### src/verilog/dtm_params.svh
`ifndef DTM_PARAMS_SVH
`define DTM_PARAMS_SVH

// instruction register
`define DTM_IR_W       5
`define DTM_IR_IDCODE  5'b00001
`define DTM_IR_DTMCS   5'b10000
`define DTM_IR_DMI     5'b10001

// DMI word layout, address on top and op in the LSBs
`define DTM_ABITS      6
`define DTM_DATA_W     32
`define DTM_OP_W       2
`define DTM_DMI_W      (`DTM_ABITS + `DTM_DATA_W + `DTM_OP_W)

// fixed dtmcs fields
`define DTM_VERSION    4'd1    // debug spec 0.13 / 1.0
`define DTM_IDLE       3'd0    // no run-test-idle cycles needed

// op codes on request, status codes on capture
`define DTM_OP_READ    2'b01
`define DTM_OP_WRITE   2'b10
`define DTM_OP_BUSY    2'b11

`endif

### src/verilog/dtm_pkg.sv
`default_nettype none

package dtm_pkg;

    // IEEE 1149.1 controller states
    typedef enum logic [3:0] {
        LOGIC_RESET,
        RUN_IDLE,
        DR_SCAN,
        DR_CAPTURE,
        DR_SHIFT,
        DR_EXIT1,
        DR_PAUSE,
        DR_EXIT2,
        DR_UPDATE,
        IR_SCAN,
        IR_CAPTURE,
        IR_SHIFT,
        IR_EXIT1,
        IR_PAUSE,
        IR_EXIT2,
        IR_UPDATE
    } tap_state_e;

    // DMI access sequencer
    typedef enum logic [2:0] {
        DMI_IDLE,
        DMI_READ_WAIT,    // request queued, DM not ready yet
        DMI_READ,         // req_valid pulse
        DMI_READ_BUSY,    // waiting for response
        DMI_WRITE_WAIT,
        DMI_WRITE,
        DMI_WRITE_BUSY
    } dmi_state_e;

endpackage

`default_nettype wire

### src/verilog/dtm_dmi_if.sv
`timescale 1ns/1ps
`default_nettype none

`include "dtm_params.svh"

interface dtm_dmi_if;

    // TAP to controller
    logic                    dmi_update;    // DR update with DMI selected
    logic                    dtmcs_update;  // DR update with DTMCS selected
    logic                    dmireset;      // dtmcs bit 16
    logic [`DTM_ABITS-1:0]   req_addr;
    logic [`DTM_DATA_W-1:0]  req_wdata;
    logic [`DTM_OP_W-1:0]    req_op;

    // controller to TAP, loaded in DR_CAPTURE
    logic [`DTM_ABITS-1:0]   cap_addr;
    logic [`DTM_DATA_W-1:0]  cap_rdata;
    logic [`DTM_OP_W-1:0]    cap_status;

    modport tap (
        output dmi_update, dtmcs_update, dmireset, req_addr, req_wdata, req_op,
        input  cap_addr, cap_rdata, cap_status
    );

    modport ctrl (
        input  dmi_update, dtmcs_update, dmireset, req_addr, req_wdata, req_op,
        output cap_addr, cap_rdata, cap_status
    );

endinterface

`default_nettype wire

### src/verilog/debug_dtm.sv
`timescale 1ns/1ps
`default_nettype none

`include "dtm_params.svh"

module debug_dtm #(
    parameter logic [3:0]  IDCODE_VERSION = 4'h0,
    parameter logic [15:0] IDCODE_PARTID  = 16'h0000,
    parameter logic [10:0] IDCODE_MANID   = 11'h000
) (
    input  wire                    clk_i,
    input  wire                    rstn_i,
    // JTAG
    input  wire                    jtag_trst_i,
    input  wire                    jtag_tck_i,
    input  wire                    jtag_tdi_i,
    input  wire                    jtag_tms_i,
    output logic                   jtag_tdo_o,
    // debug module interface
    output logic                   dmi_req_valid_o,
    input  wire                    dmi_req_ready_i,
    output logic [`DTM_ABITS-1:0]  dmi_req_address_o,
    output logic [`DTM_DATA_W-1:0] dmi_req_data_o,
    output logic [`DTM_OP_W-1:0]   dmi_req_op_o,
    input  wire                    dmi_rsp_valid_i,
    output logic                   dmi_rsp_ready_o,
    input  wire [`DTM_DATA_W-1:0]  dmi_rsp_data_i,
    input  wire [`DTM_OP_W-1:0]    dmi_rsp_op_i
);

    logic tck_rise;
    logic tck_fall;
    logic tdi;
    logic tms;
    logic trst_n;

    jtag_sync u_sync (
        .clk_i       (clk_i),
        .rstn_i      (rstn_i),
        .jtag_trst_i (jtag_trst_i),
        .jtag_tck_i  (jtag_tck_i),
        .jtag_tdi_i  (jtag_tdi_i),
        .jtag_tms_i  (jtag_tms_i),
        .tck_rise_o  (tck_rise),
        .tck_fall_o  (tck_fall),
        .tdi_o       (tdi),
        .tms_o       (tms),
        .trst_n_o    (trst_n)
    );

    dtm_dmi_if u_if ();

    jtag_tap #(
        .IDCODE_VERSION (IDCODE_VERSION),
        .IDCODE_PARTID  (IDCODE_PARTID),
        .IDCODE_MANID   (IDCODE_MANID)
    ) u_tap (
        .clk_i      (clk_i),
        .rstn_i     (rstn_i),
        .tck_rise_i (tck_rise),
        .tck_fall_i (tck_fall),
        .tdi_i      (tdi),
        .tms_i      (tms),
        .trst_n_i   (trst_n),
        .jtag_tdo_o (jtag_tdo_o),
        .dmi_if     (u_if)
    );

    dmi_ctrl u_dmi (
        .clk_i             (clk_i),
        .rstn_i            (rstn_i),
        .dmi_req_ready_i   (dmi_req_ready_i),
        .dmi_rsp_valid_i   (dmi_rsp_valid_i),
        .dmi_rsp_data_i    (dmi_rsp_data_i),
        .dmi_rsp_op_i      (dmi_rsp_op_i),
        .dmi_req_valid_o   (dmi_req_valid_o),
        .dmi_req_address_o (dmi_req_address_o),
        .dmi_req_data_o    (dmi_req_data_o),
        .dmi_req_op_o      (dmi_req_op_o),
        .dmi_rsp_ready_o   (dmi_rsp_ready_o),
        .dmi_if            (u_if)
    );

endmodule

`default_nettype wire

### src/verilog/dmi_ctrl.sv
`timescale 1ns/1ps
`default_nettype none

`include "dtm_params.svh"

module dmi_ctrl (
    input  wire                    clk_i,
    input  wire                    rstn_i,
    input  wire                    dmi_req_ready_i,
    input  wire                    dmi_rsp_valid_i,
    input  wire [`DTM_DATA_W-1:0]  dmi_rsp_data_i,
    input  wire [`DTM_OP_W-1:0]    dmi_rsp_op_i,
    output logic                   dmi_req_valid_o,
    output logic [`DTM_ABITS-1:0]  dmi_req_address_o,
    output logic [`DTM_DATA_W-1:0] dmi_req_data_o,
    output logic [`DTM_OP_W-1:0]   dmi_req_op_o,
    output logic                   dmi_rsp_ready_o,
    dtm_dmi_if.ctrl                dmi_if
);

    dtm_pkg::dmi_state_e state_q;

    logic [`DTM_ABITS-1:0]  addr_q;
    logic [`DTM_DATA_W-1:0] wdata_q;
    logic [`DTM_DATA_W-1:0] rdata_q;
    logic [`DTM_OP_W-1:0]   op_q;
    logic [`DTM_OP_W-1:0]   status_q;   // sticky response status
    logic                   rsp_ready;

    // --------------------------------------------------------------------
    // request sequencer
    // --------------------------------------------------------------------
    always_ff @(posedge clk_i or negedge rstn_i) begin
        if (!rstn_i) begin
            state_q <= dtm_pkg::DMI_IDLE;
            addr_q  <= '0;
            wdata_q <= '0;
            rdata_q <= '0;
            op_q    <= '0;
        end else begin
            case (state_q)
                dtm_pkg::DMI_IDLE: begin
                    if (dmi_if.dmi_update && (dmi_if.req_op == `DTM_OP_READ ||
                                              dmi_if.req_op == `DTM_OP_WRITE)) begin
                        addr_q  <= dmi_if.req_addr;
                        wdata_q <= dmi_if.req_wdata;
                        op_q    <= dmi_if.req_op;
                        state_q <= (dmi_if.req_op == `DTM_OP_READ) ? dtm_pkg::DMI_READ_WAIT
                                                                   : dtm_pkg::DMI_WRITE_WAIT;
                    end
                end
                dtm_pkg::DMI_READ_WAIT: begin
                    if (dmi_req_ready_i) state_q <= dtm_pkg::DMI_READ;
                end
                dtm_pkg::DMI_READ: state_q <= dtm_pkg::DMI_READ_BUSY;   // request issued
                dtm_pkg::DMI_READ_BUSY: begin
                    if (dmi_rsp_valid_i) begin
                        rdata_q <= dmi_rsp_data_i;
                        state_q <= dtm_pkg::DMI_IDLE;
                    end
                end
                dtm_pkg::DMI_WRITE_WAIT: begin
                    if (dmi_req_ready_i) state_q <= dtm_pkg::DMI_WRITE;
                end
                dtm_pkg::DMI_WRITE: state_q <= dtm_pkg::DMI_WRITE_BUSY;
                dtm_pkg::DMI_WRITE_BUSY: begin
                    if (dmi_rsp_valid_i) state_q <= dtm_pkg::DMI_IDLE;
                end
                default: state_q <= dtm_pkg::DMI_IDLE;
            endcase
        end
    end

    assign rsp_ready = (state_q == dtm_pkg::DMI_READ_BUSY) ||
                       (state_q == dtm_pkg::DMI_WRITE_BUSY);

    // --------------------------------------------------------------------
    // sticky status
    // --------------------------------------------------------------------
    always_ff @(posedge clk_i or negedge rstn_i) begin
        if (!rstn_i) begin
            status_q <= '0;
        end else if (dmi_if.dtmcs_update && dmi_if.dmireset) begin
            status_q <= '0;
        end else if (dmi_if.dmi_update && state_q != dtm_pkg::DMI_IDLE) begin
            status_q <= `DTM_OP_BUSY;   // scan overran a pending access
        end else if (rsp_ready) begin
            status_q <= status_q | dmi_rsp_op_i;
        end
    end

    // outputs
    assign dmi_req_valid_o   = (state_q == dtm_pkg::DMI_READ) ||
                               (state_q == dtm_pkg::DMI_WRITE);
    assign dmi_rsp_ready_o   = rsp_ready;
    assign dmi_req_address_o = addr_q;
    assign dmi_req_data_o    = wdata_q;
    assign dmi_req_op_o      = op_q;

    // capture path back to the TAP
    assign dmi_if.cap_addr   = addr_q;
    assign dmi_if.cap_rdata  = rdata_q;
    assign dmi_if.cap_status = (state_q != dtm_pkg::DMI_IDLE) ? `DTM_OP_BUSY : status_q;

endmodule

`default_nettype wire

### src/verilog/jtag_sync.sv
`timescale 1ns/1ps
`default_nettype none

module jtag_sync (
    input  wire  clk_i,
    input  wire  rstn_i,
    input  wire  jtag_trst_i,
    input  wire  jtag_tck_i,
    input  wire  jtag_tdi_i,
    input  wire  jtag_tms_i,
    output logic tck_rise_o,
    output logic tck_fall_o,
    output logic tdi_o,
    output logic tms_o,
    output logic trst_n_o
);

    logic [2:0] trst_q;   // [0] is the newest sample
    logic [2:0] tck_q;
    logic [2:0] tdi_q;
    logic [2:0] tms_q;

    // --------------------------------------------------------------------
    // pin synchronizers
    // --------------------------------------------------------------------
    always_ff @(posedge clk_i or negedge rstn_i) begin
        if (!rstn_i) begin
            trst_q <= '0;   // hold the TAP in reset until TRST is seen high
            tck_q  <= '0;
            tdi_q  <= '0;
            tms_q  <= '0;
        end else begin
            trst_q <= {trst_q[1:0], jtag_trst_i};
            tck_q  <= {tck_q[1:0], jtag_tck_i};
            tdi_q  <= {tdi_q[1:0], jtag_tdi_i};
            tms_q  <= {tms_q[1:0], jtag_tms_i};
        end
    end

    // --------------------------------------------------------------------
    // edge detect on the two oldest stages
    // --------------------------------------------------------------------
    assign tck_rise_o = (tck_q[2:1] == 2'b01);
    assign tck_fall_o = (tck_q[2:1] == 2'b10);

    // a single-cycle glitch on TRST does not reset the TAP
    assign trst_n_o = (trst_q[2:1] != 2'b00);

    assign tdi_o = tdi_q[2];
    assign tms_o = tms_q[2];

endmodule

`default_nettype wire

### src/verilog/jtag_tap.sv
`timescale 1ns/1ps
`default_nettype none

`include "dtm_params.svh"

module jtag_tap #(
    parameter logic [3:0]  IDCODE_VERSION = 4'h0,
    parameter logic [15:0] IDCODE_PARTID  = 16'h0000,
    parameter logic [10:0] IDCODE_MANID   = 11'h000
) (
    input  wire        clk_i,
    input  wire        rstn_i,
    input  wire        tck_rise_i,
    input  wire        tck_fall_i,
    input  wire        tdi_i,
    input  wire        tms_i,
    input  wire        trst_n_i,
    output logic       jtag_tdo_o,
    dtm_dmi_if.tap     dmi_if
);

    dtm_pkg::tap_state_e state_q;
    dtm_pkg::tap_state_e state_d;

    logic [`DTM_IR_W-1:0]  ir_q;
    logic [31:0]           idcode_q;
    logic [31:0]           dtmcs_q;
    logic [`DTM_DMI_W-1:0] dmi_q;
    logic                  bypass_q;

    logic [31:0]           dtmcs_cap;
    logic [`DTM_DMI_W-1:0] dmi_cap;
    logic                  in_update_q;
    logic                  update_entry;
    logic                  dmi_update_q;
    logic                  dtmcs_update_q;

    // --------------------------------------------------------------------
    // TAP state machine
    // --------------------------------------------------------------------
    always_comb begin
        case (state_q)
            dtm_pkg::LOGIC_RESET: state_d = tms_i ? dtm_pkg::LOGIC_RESET : dtm_pkg::RUN_IDLE;
            dtm_pkg::RUN_IDLE:    state_d = tms_i ? dtm_pkg::DR_SCAN     : dtm_pkg::RUN_IDLE;
            dtm_pkg::DR_SCAN:     state_d = tms_i ? dtm_pkg::IR_SCAN     : dtm_pkg::DR_CAPTURE;
            dtm_pkg::DR_CAPTURE:  state_d = tms_i ? dtm_pkg::DR_EXIT1    : dtm_pkg::DR_SHIFT;
            dtm_pkg::DR_SHIFT:    state_d = tms_i ? dtm_pkg::DR_EXIT1    : dtm_pkg::DR_SHIFT;
            dtm_pkg::DR_EXIT1:    state_d = tms_i ? dtm_pkg::DR_UPDATE   : dtm_pkg::DR_PAUSE;
            dtm_pkg::DR_PAUSE:    state_d = tms_i ? dtm_pkg::DR_EXIT2    : dtm_pkg::DR_PAUSE;
            dtm_pkg::DR_EXIT2:    state_d = tms_i ? dtm_pkg::DR_UPDATE   : dtm_pkg::DR_SHIFT;
            dtm_pkg::DR_UPDATE:   state_d = tms_i ? dtm_pkg::DR_SCAN     : dtm_pkg::RUN_IDLE;
            dtm_pkg::IR_SCAN:     state_d = tms_i ? dtm_pkg::LOGIC_RESET : dtm_pkg::IR_CAPTURE;
            dtm_pkg::IR_CAPTURE:  state_d = tms_i ? dtm_pkg::IR_EXIT1    : dtm_pkg::IR_SHIFT;
            dtm_pkg::IR_SHIFT:    state_d = tms_i ? dtm_pkg::IR_EXIT1    : dtm_pkg::IR_SHIFT;
            dtm_pkg::IR_EXIT1:    state_d = tms_i ? dtm_pkg::IR_UPDATE   : dtm_pkg::IR_PAUSE;
            dtm_pkg::IR_PAUSE:    state_d = tms_i ? dtm_pkg::IR_EXIT2    : dtm_pkg::IR_PAUSE;
            dtm_pkg::IR_EXIT2:    state_d = tms_i ? dtm_pkg::IR_UPDATE   : dtm_pkg::IR_SHIFT;
            dtm_pkg::IR_UPDATE:   state_d = tms_i ? dtm_pkg::DR_SCAN     : dtm_pkg::RUN_IDLE;
            default:              state_d = dtm_pkg::LOGIC_RESET;
        endcase
    end

    always_ff @(posedge clk_i or negedge rstn_i) begin
        if (!rstn_i) begin
            state_q <= dtm_pkg::LOGIC_RESET;
        end else if (!trst_n_i) begin
            state_q <= dtm_pkg::LOGIC_RESET;
        end else if (tck_rise_i) begin
            state_q <= state_d;   // TMS sampled on rising TCK
        end
    end

    // --------------------------------------------------------------------
    // instruction register
    // --------------------------------------------------------------------
    always_ff @(posedge clk_i or negedge rstn_i) begin
        if (!rstn_i) begin
            ir_q <= `DTM_IR_IDCODE;
        end else if (state_q == dtm_pkg::LOGIC_RESET || state_q == dtm_pkg::IR_CAPTURE) begin
            ir_q <= `DTM_IR_IDCODE;
        end else if (state_q == dtm_pkg::IR_SHIFT && tck_rise_i) begin
            ir_q <= {tdi_i, ir_q[`DTM_IR_W-1:1]};   // lsb first
        end
    end

    // capture values
    assign dtmcs_cap = {17'd0, `DTM_IDLE, dmi_if.cap_status,
                        6'(`DTM_ABITS), `DTM_VERSION};
    assign dmi_cap   = {dmi_if.cap_addr, dmi_if.cap_rdata, dmi_if.cap_status};

    // --------------------------------------------------------------------
    // data registers and TDO
    // --------------------------------------------------------------------
    always_ff @(posedge clk_i or negedge rstn_i) begin
        if (!rstn_i) begin
            idcode_q   <= '0;
            dtmcs_q    <= '0;
            dmi_q      <= '0;
            bypass_q   <= 1'b0;
            jtag_tdo_o <= 1'b0;
        end else begin
            if (state_q == dtm_pkg::DR_CAPTURE) begin
                case (ir_q)
                    `DTM_IR_IDCODE: idcode_q <= {IDCODE_VERSION, IDCODE_PARTID,
                                                 IDCODE_MANID, 1'b1};
                    `DTM_IR_DTMCS:  dtmcs_q  <= dtmcs_cap;
                    `DTM_IR_DMI:    dmi_q    <= dmi_cap;
                    default:        bypass_q <= 1'b0;
                endcase
            end else if (state_q == dtm_pkg::DR_SHIFT && tck_rise_i) begin
                case (ir_q)
                    `DTM_IR_IDCODE: idcode_q <= {tdi_i, idcode_q[31:1]};
                    `DTM_IR_DTMCS:  dtmcs_q  <= {tdi_i, dtmcs_q[31:1]};
                    `DTM_IR_DMI:    dmi_q    <= {tdi_i, dmi_q[`DTM_DMI_W-1:1]};
                    default:        bypass_q <= tdi_i;
                endcase
            end

            if (tck_fall_i) begin   // TDO changes on falling TCK
                if (state_q == dtm_pkg::IR_SHIFT) begin
                    jtag_tdo_o <= ir_q[0];
                end else begin
                    case (ir_q)
                        `DTM_IR_IDCODE: jtag_tdo_o <= idcode_q[0];
                        `DTM_IR_DTMCS:  jtag_tdo_o <= dtmcs_q[0];
                        `DTM_IR_DMI:    jtag_tdo_o <= dmi_q[0];
                        default:        jtag_tdo_o <= bypass_q;
                    endcase
                end
            end
        end
    end

    // --------------------------------------------------------------------
    // update strobes
    // --------------------------------------------------------------------
    assign update_entry = (state_q == dtm_pkg::DR_UPDATE) && !in_update_q;

    always_ff @(posedge clk_i or negedge rstn_i) begin
        if (!rstn_i) begin
            in_update_q    <= 1'b0;
            dmi_update_q   <= 1'b0;
            dtmcs_update_q <= 1'b0;
        end else begin
            in_update_q    <= (state_q == dtm_pkg::DR_UPDATE);
            dmi_update_q   <= update_entry && (ir_q == `DTM_IR_DMI);
            dtmcs_update_q <= update_entry && (ir_q == `DTM_IR_DTMCS);
        end
    end

    assign dmi_if.dmi_update   = dmi_update_q;
    assign dmi_if.dtmcs_update = dtmcs_update_q;
    assign dmi_if.dmireset     = dtmcs_q[16];
    assign dmi_if.req_op       = dmi_q[`DTM_OP_W-1:0];
    assign dmi_if.req_wdata    = dmi_q[`DTM_OP_W +: `DTM_DATA_W];
    assign dmi_if.req_addr     = dmi_q[`DTM_OP_W + `DTM_DATA_W +: `DTM_ABITS];

endmodule

`default_nettype wire
### config.mk
export PLATFORM = sky130hd
export DESIGN_NAME = debug_dtm
export DESIGN_NICKNAME = d
export VERILOG_FILES = /design/src/verilog/dtm_pkg.sv /design/src/verilog/dtm_dmi_if.sv /design/src/verilog/debug_dtm.sv /design/src/verilog/dmi_ctrl.sv /design/src/verilog/jtag_sync.sv /design/src/verilog/jtag_tap.sv
export VERILOG_INCLUDE_DIRS = /design/src /design/src/verilog
export SDC_FILE = /design/constraint.sdc
export NUM_CORES = 1
export LEC_CHECK = 0
export BUFFER_PORTS_ARGS = -buffer_cell sky130_fd_sc_hd__buf_2
export CAP_MARGIN = 10
export CELL_PAD_IN_SITES_DETAIL_PLACEMENT = 0
export CELL_PAD_IN_SITES_GLOBAL_PLACEMENT = 1
export CORE_UTILIZATION = 53
export CTS_CLUSTER_DIAMETER = 40
export CTS_CLUSTER_SIZE = 25
export DETAILED_ROUTE_END_ITERATION = 8
export PLACE_DENSITY = 0.83
export SYNTH_ARGS = -nofsm -noshare
export SYNTH_HDL_FRONTEND = slang
export SYNTH_SLANG_ARGS = --single-unit
### constraint.sdc
create_clock -name clk_i -period 5.4 [get_ports clk_i]
set_input_delay 0 -clock clk_i [delete_from_list [all_inputs] [get_ports clk_i]]
set_output_delay 0 -clock clk_i [all_outputs]
set_load 0.005 [all_outputs]
Word level (Yosys, flattened, before mapping)
Index checks and enable logic that the tools add are counted.
{ "op_classes": {"eq_ne": 41, "mux": 45, "n_bitwise": 1, "n_reduce_logical": 32} }
{ "op_table": {"columns": ["operator", "count"], "rows": [
  ["2-to-1 mux 32 bit", 8],
  ["2-to-1 mux 40 bit", 4],
  ["case mux 4 bit (12 select lines)", 1],
  ["== test 4 bit, second input constant", 8],
  ["2-to-1 mux 4 bit", 6],
  ["2-to-1 mux 3 bit", 7],
  ["!= test 2 bit, second input constant", 10],
  ["case mux 3 bit (6 select lines)", 1],
  ["== test 4 x 3 -> 1 bit, second input constant", 4],
  ["2-to-1 mux 2 bit", 7],
  ["AND reduction 3 bit", 4],
  ["== test 5 bit, second input constant", 2],
  ["2-to-1 mux 5 bit", 2],
  ["== test 3 bit, second input constant", 3],
  ["== test 4 x 2 -> 1 bit, second input constant", 2],
  ["logical AND 1 bit", 8],
  ["2-to-1 mux 1 bit", 8],
  ["== test 3 x 2 -> 1 bit, second input constant", 2],
  ["!= test 2 x 1 -> 1 bit, second input constant", 3],
  ["nonzero test 2 bit", 3],
  ["nonzero test 3 bit", 2],
  ["OR reduction 2 bit", 3],
  ["OR reduction 3 bit", 2],
  ["== test 5 x 1 -> 1 bit, second input constant", 1],
  ["other kinds (12)", 18]
]} }
{ "word_totals": {"register_bits": 207, "inputBits": 42, "elab_cells": 139} }

Logic depth before layout (Yosys ltp)
{ "depth": {"ltp_word": 5, "mapped_depth": 8, "depth_no_buf": 6} }

Hierarchy
Synthesis repeated with hierarchy kept, for this count alone.
{ "hier_totals": {"cells_unflattened": 806, "area_unflattened_um2": 8822.2} }
{ "modules_own_cells": {"columns": ["module", "n_inst", "cells_per_inst", "area_per_inst_um2"], "rows": [
  ["jtag_tap", 1, 591, 5265.0],
  ["dmi_ctrl", 1, 200, 3235.6],
  ["jtag_sync", 1, 15, 321.6]
]} }

Worst setup path after synthesis
Ideal clock, no wire load.
{ "synth_timing": {"kind": "register -> register", "from": "register u_tap.ir_q[0]", "to": "register u_tap.idcode_q[12]", "setup_ns": 0.079, "arrival_time_ns": 1.934, "required_ns": 5.321, "slack_ns": 3.387, "path_stages_with_launch": 8, "path_buffers": 3, "synth_period_minus_slack_ns": 2.013, "path_cell_list": "dfstp_2 -> clkbuf_1 -> inv_1 -> or3_1 -> clkbuf_1 -> nor2_4 -> buf_4 -> mux2i_1"} }
{ "synth_between": {"elab_chain_len": 3, "word_cells_on_any_way": 4, "classes_between": "eq/ne: 3; reduce/logical: 1"} }
{ "synth_rtl": {"columns": ["element", "line_no", "text"], "rows": [
  ["from (decl)", "jtag_tap.sv:25", "logic [`DTM_IR_W-1:0] ir_q;"],
  ["from (signal assigned)", "jtag_tap.sv:78", "ir_q <= `DTM_IR_IDCODE;"],
  ["from (signal assigned)", "jtag_tap.sv:80", "ir_q <= `DTM_IR_IDCODE;"],
  ["from (signal assigned)", "jtag_tap.sv:82", "ir_q <= {tdi_i, ir_q[`DTM_IR_W-1:1]};"],
  ["== test 5 x 1 -> 1 bit *", "jtag_tap.sv:103, jtag_tap.sv:111", null],
  ["!= test 2 bit (no line)", null, null],
  ["AND reduction 3 bit (no line) *", null, null],
  ["to (signal assigned)", "jtag_tap.sv:104", "`DTM_IR_IDCODE: idcode_q <= {IDCODE_VERSION, IDCODE_PARTID,"],
  ["to (signal assigned)", "jtag_tap.sv:112", "`DTM_IR_IDCODE: idcode_q <= {tdi_i, idcode_q[31:1]};"],
  ["to (decl)", "jtag_tap.sv:26", "logic [31:0] idcode_q;"]
]} }
Every way passes the cells marked *; elsewhere a longest branch is shown, timed or not.
A chain may end at the register's enable or synchronous reset.

Worst setup path in the final report
{ "layout_timing": {"from": "register u_tap.state_q[2]", "to": "register u_tap.dtmcs_q[19]"} }
{ "layout_between": {"elab_chain_len": 4, "word_cells_on_any_way": 8, "classes_between": "eq/ne: 4; mux: 1; reduce/logical: 3"} }
{ "layout_rtl": {"columns": ["element", "line_no", "text"], "rows": [
  ["from (decl)", "jtag_tap.sv:22", "dtm_pkg::tap_state_e state_q;"],
  ["from (signal assigned)", "jtag_tap.sv:65", "state_q <= dtm_pkg::LOGIC_RESET;"],
  ["from (signal assigned)", "jtag_tap.sv:67", "state_q <= dtm_pkg::LOGIC_RESET;"],
  ["from (signal assigned)", "jtag_tap.sv:69", "state_q <= state_d;"],
  ["== test 4 x 3 -> 1 bit", "jtag_tap.sv:110", "end else if (state_q == dtm_pkg::DR_SHIFT && tck_rise_i) begin"],
  ["logical AND 1 bit", "jtag_tap.sv:110", null],
  ["!= test 2 bit (no line) / nonzero test 2 bit (equally long branches)", null, null],
  ["AND reduction 3 bit (no line)", null, null],
  ["to (signal assigned)", "jtag_tap.sv:106", "`DTM_IR_DTMCS: dtmcs_q <= dtmcs_cap;"],
  ["to (signal assigned)", "jtag_tap.sv:113", "`DTM_IR_DTMCS: dtmcs_q <= {tdi_i, dtmcs_q[31:1]};"],
  ["to (decl)", "jtag_tap.sv:27", "logic [31:0] dtmcs_q;"]
]} }
Parallel ways exist; a longest one is shown, timed or not.

==> summary.md <==
| Metric | Value |
|---|---|
| Status | `complete, no violations` |
| Fin. Hold Viols | `0` |
| Rows | `47` |
| Synthesis Warnings | `0` |
| Commonest non-fill, non-tap cell in the layout | `dfrtp_1` |
| Most frequent cells in the layout | `dfrtp_1, mux2_2, buf_2` |
| Number of distinct library cells after synthesis | `49` |
| DRC viols | `0` |
| Relative slew slack | `0.253` |
| Port Buffers | `84` |
| Hold Path Cell Cnt | `2` |
| Die ar. | `17500 um^2` |
| Tcrit/Tclk final | `0.629` |
| CP Data Required Time | `5.80 ns` |
| Slew @ Worst Pin | `1.12 ns` |
| CP delay by family, top | `simple AND/OR/NAND/NOR gates` |
| RR Endpoint | `u_tap.dtmcs_q[19]` |
| DP HPWL | `10.2 mm` |
| Cells after synthesis | `670` |
| Routed WL | `17.8 mm` |
| Vias in the first global route | `5939` |
| End of the worst hold path | `u_sync.trst_q[0]` |
| H-tree Lvls | `1` |
| Register area share after synthesis | `0.576` |
| Setup TNS | `0 ns` |
| Post-DRT Antenna Nets | `0` |
| Max VDD drop | `0.000271 V` |
| Via Count | `5499` |
| Critical path's slowest cell | `and4bb_4` |
| RSZ-0062 raised after global routing | `false` |
| Reg2reg setup slack | `2.00 ns` |
| Pleak | `5.54 nW` |
| Ys async rst share | `1.00` |
| Clock Skew | `0.0375 ns` |
| Max-Cap Viols | `0` |
| Pwr Density | `343 nW/um^2` |
| Buffer and inverter count on the worst path | `1` |
| Final Cell Area | `11000 um^2` |
| Layout area overhead | `22.2%` |
| Worst hold path class | `in -> reg` |
| Chip height | `132 um` |
| F_max | `295 MHz` |
| Clk pin slew, worst setup/hold paths | `0.06 ns` |
| Largest stage delay, worst path | `1.01 ns` |
| Hold Startpoint | `jtag_trst_i` |
| Area post-placement | `9540 um^2` |
| Die width | `132 um` |
| Layout cells sized above 1 | `0.398` |
| Root buffer selected by CTS | `clkbuf_16` |
| Slew Limit Fails | `0` |
| GP Congestion | `0.767` |
| FF-to-FF Start | `u_tap.state_q[2]` |
| Routed WL per cell | `17.2 um` |
| Synthesized area | `9000 um^2` |
| Deepest clock path buffer count | `3` |
| Reg2reg path depth | `5` |
| IO Count | `85` |
| Starting Density | `0.543` |
| Initial antenna violation count | `0` |
| Global-route wire length before repair | `30.0 mm` |
| Startpoint Class | `register` |
| Largest net degree at the start of global routing | `134` |
| Total iterations of the first detailed-routing run | `4` |
| Tmin final | `3.40 ns` |
| Core Area | `16600 um^2` |
| Starting DRT DRC Count | `188` |
| Via density | `5.34` |
| WS Path Type | `reg -> reg` |
| # clock sinks | `207` |
| Cells along the critical path | `and4bb_4 -> a21oi_2 -> buf_4 -> or3_2 -> mux2_4` |
| Syn Area/Cell | `13.4 um^2` |
| Final nets | `829` |
| Crit Path Max Fanout | `58` |
| Critical Path AT | `3.80 ns` |
| Clock Latency Late Sink | `0.55 ns` |
| TritonCTS buffer count | `30` |
| Tot Pwr | `0.00377 W` |
| Total global routing overflow | `0` |
| Antenna Cells | `0` |
| Mapped Nets | `713` |
| CP Capture Type | `register` |
| Setup violations, final | `0` |
| GRT Total Usage | `0.212` |
| CTS tree | `yes` |
| Post-synth EDFFs | `0` |
| Yosys reg bits | `207` |
| Ys flop type | `dfrtp_1` |
[cell families (layout without fill, tap and decap cells)]
family                   after synthesis  in the layout  synth area share
adder cells (fa/ha/maj)                1              1           0.00139
buffers and inverters                 74            214            0.0355
AND/OR/NAND/NOR                      106            106            0.0681
multiplexers                         200            200             0.257
AO/OA/AOI/OAI                         79             79            0.0595
XOR/XNOR                               3              3           0.00292
flip-flops                           207            207             0.576
[worst max path at each step]
stage                                 from                  to  slack (ns)  cells after the start
after CTS                 u_tap.state_q[2]   u_tap.dtmcs_q[26]        2.00                      5
final                     u_tap.state_q[2]   u_tap.dtmcs_q[19]        2.00                      5
after global placement    u_tap.state_q[2]   u_tap.dtmcs_q[15]        2.13                      5
after floorplan              u_tap.ir_q[0]  u_tap.idcode_q[12]        3.39                      7
after global routing      u_tap.state_q[2]   u_tap.dtmcs_q[16]        1.83                      5
after detailed placement  u_tap.state_q[2]   u_tap.dtmcs_q[16]        2.04                      5
[report_power, final]
part	internal, W	switching [W]	leakage [nW]
clock	0.00125	0.000720	0.502
sequential	0.00158	0.0000273	2.85
combinational	0.0000822	0.000105	2.19
total	0.00292	0.000853	5.54
[state kept, by name (all words and copies together) (netlist names)]
name / count
u_sync.tms_q: 3
u_tap.jtag_tdo_o: 1
u_tap.ir_q: 5
u_dmi.dmi_if.cap_rdata: 32
u_tap.state_q: 4
u_tap.dmi_q: 40
u_sync.tck_q: 3
u_tap.dtmcs_q: 32
u_tap.idcode_q: 32
u_dmi.dmi_req_op_o: 2
u_tap.in_update_q: 1
u_tap.bypass_q: 1
u_sync.trst_q: 3
u_sync.tdi_q: 3
u_tap.dmi_if.dmi_update: 1
u_dmi.dmi_if.cap_addr: 6
u_tap.dmi_if.dtmcs_update: 1
u_dmi.status_q: 2
u_dmi.dmi_req_data_o: 32
u_dmi.state_q: 3
[stage by stage]
stage | hold slack, ns | cells | worst slack [ns] | util
after floorplan | -0.296 | 670 | 3.39 | -
after global placement | 0.109 | 932 | 2.13 | 0.575
after detailed placement | 0.109 | 932 | 2.04 | 0.575
after CTS | 0.0769 | 1030 | 2.00 | 0.663
after global routing | 0.0826 | 1030 | 1.83 | 0.663
final | 0.0915 | 1030 | 2.00 | 0.663
[worst register-to-register path: stages (launching register included)]
cell	delay, ns
dfrtp_1	0.57
and4bb_4	1.01
a21oi_2	0.04
buf_4	0.28
or3_2	0.88
mux2_4	0.46
[routing by layer]
metal  global-route usage  vias to the layer above  wire length (um)
met3               0.0465                       30               833
met1                0.273                     2757              7830
li1                     -                     2594                 -
met5                    0                        -                 0
met4               0.0600                        0               427
met2                0.361                      118              8660
[synth_stat cells (2+ instances only)]
cell type  count  area (um^2)
a211oi_1       5         37.5
a21oi_1        6         30.0
a22o_1         4         35.0
a2bb2oi_1      2         17.5
a31oi_1        2         12.5
buf_1          3         11.3
buf_2         12         60.1
buf_6          3         33.8
clkbuf_1      28          105
dfrtp_1      206         5150
inv_1         27          101
mux2_1         3         33.8
mux2_2       144         1620
mux2_4        25          375
mux2i_1       28          280
nand2_1       14         52.6
nand2b_1      20          125
nand3_1        4         20.0
nor2_1        15         56.3
nor2b_1       31          194
nor3_1         6         30.0
nor4_1         2         12.5
o21ai_0       29          145
o22ai_1        5         31.3
o41ai_1       18          158
or3_1          4         25.0
xor2_1         2         17.5
[what timing repair did]
action | CTS | global route
gates resized for setup | 0 | 0
hold buffers | 42 | 0
hold endpoints to repair | 171 | 0
buffers inserted | 0 | 0
[cell type report]
class,count,area [um^2]
inverter,27,101
multi-input combinational,389,3510
clock inverter,21,240
tap,220,275
fill,1180,5590
sequential,207,5180
timing repair buffer,131,887
clock buffer,35,800
No activity file was read; power rests on OpenSTA's default activity.
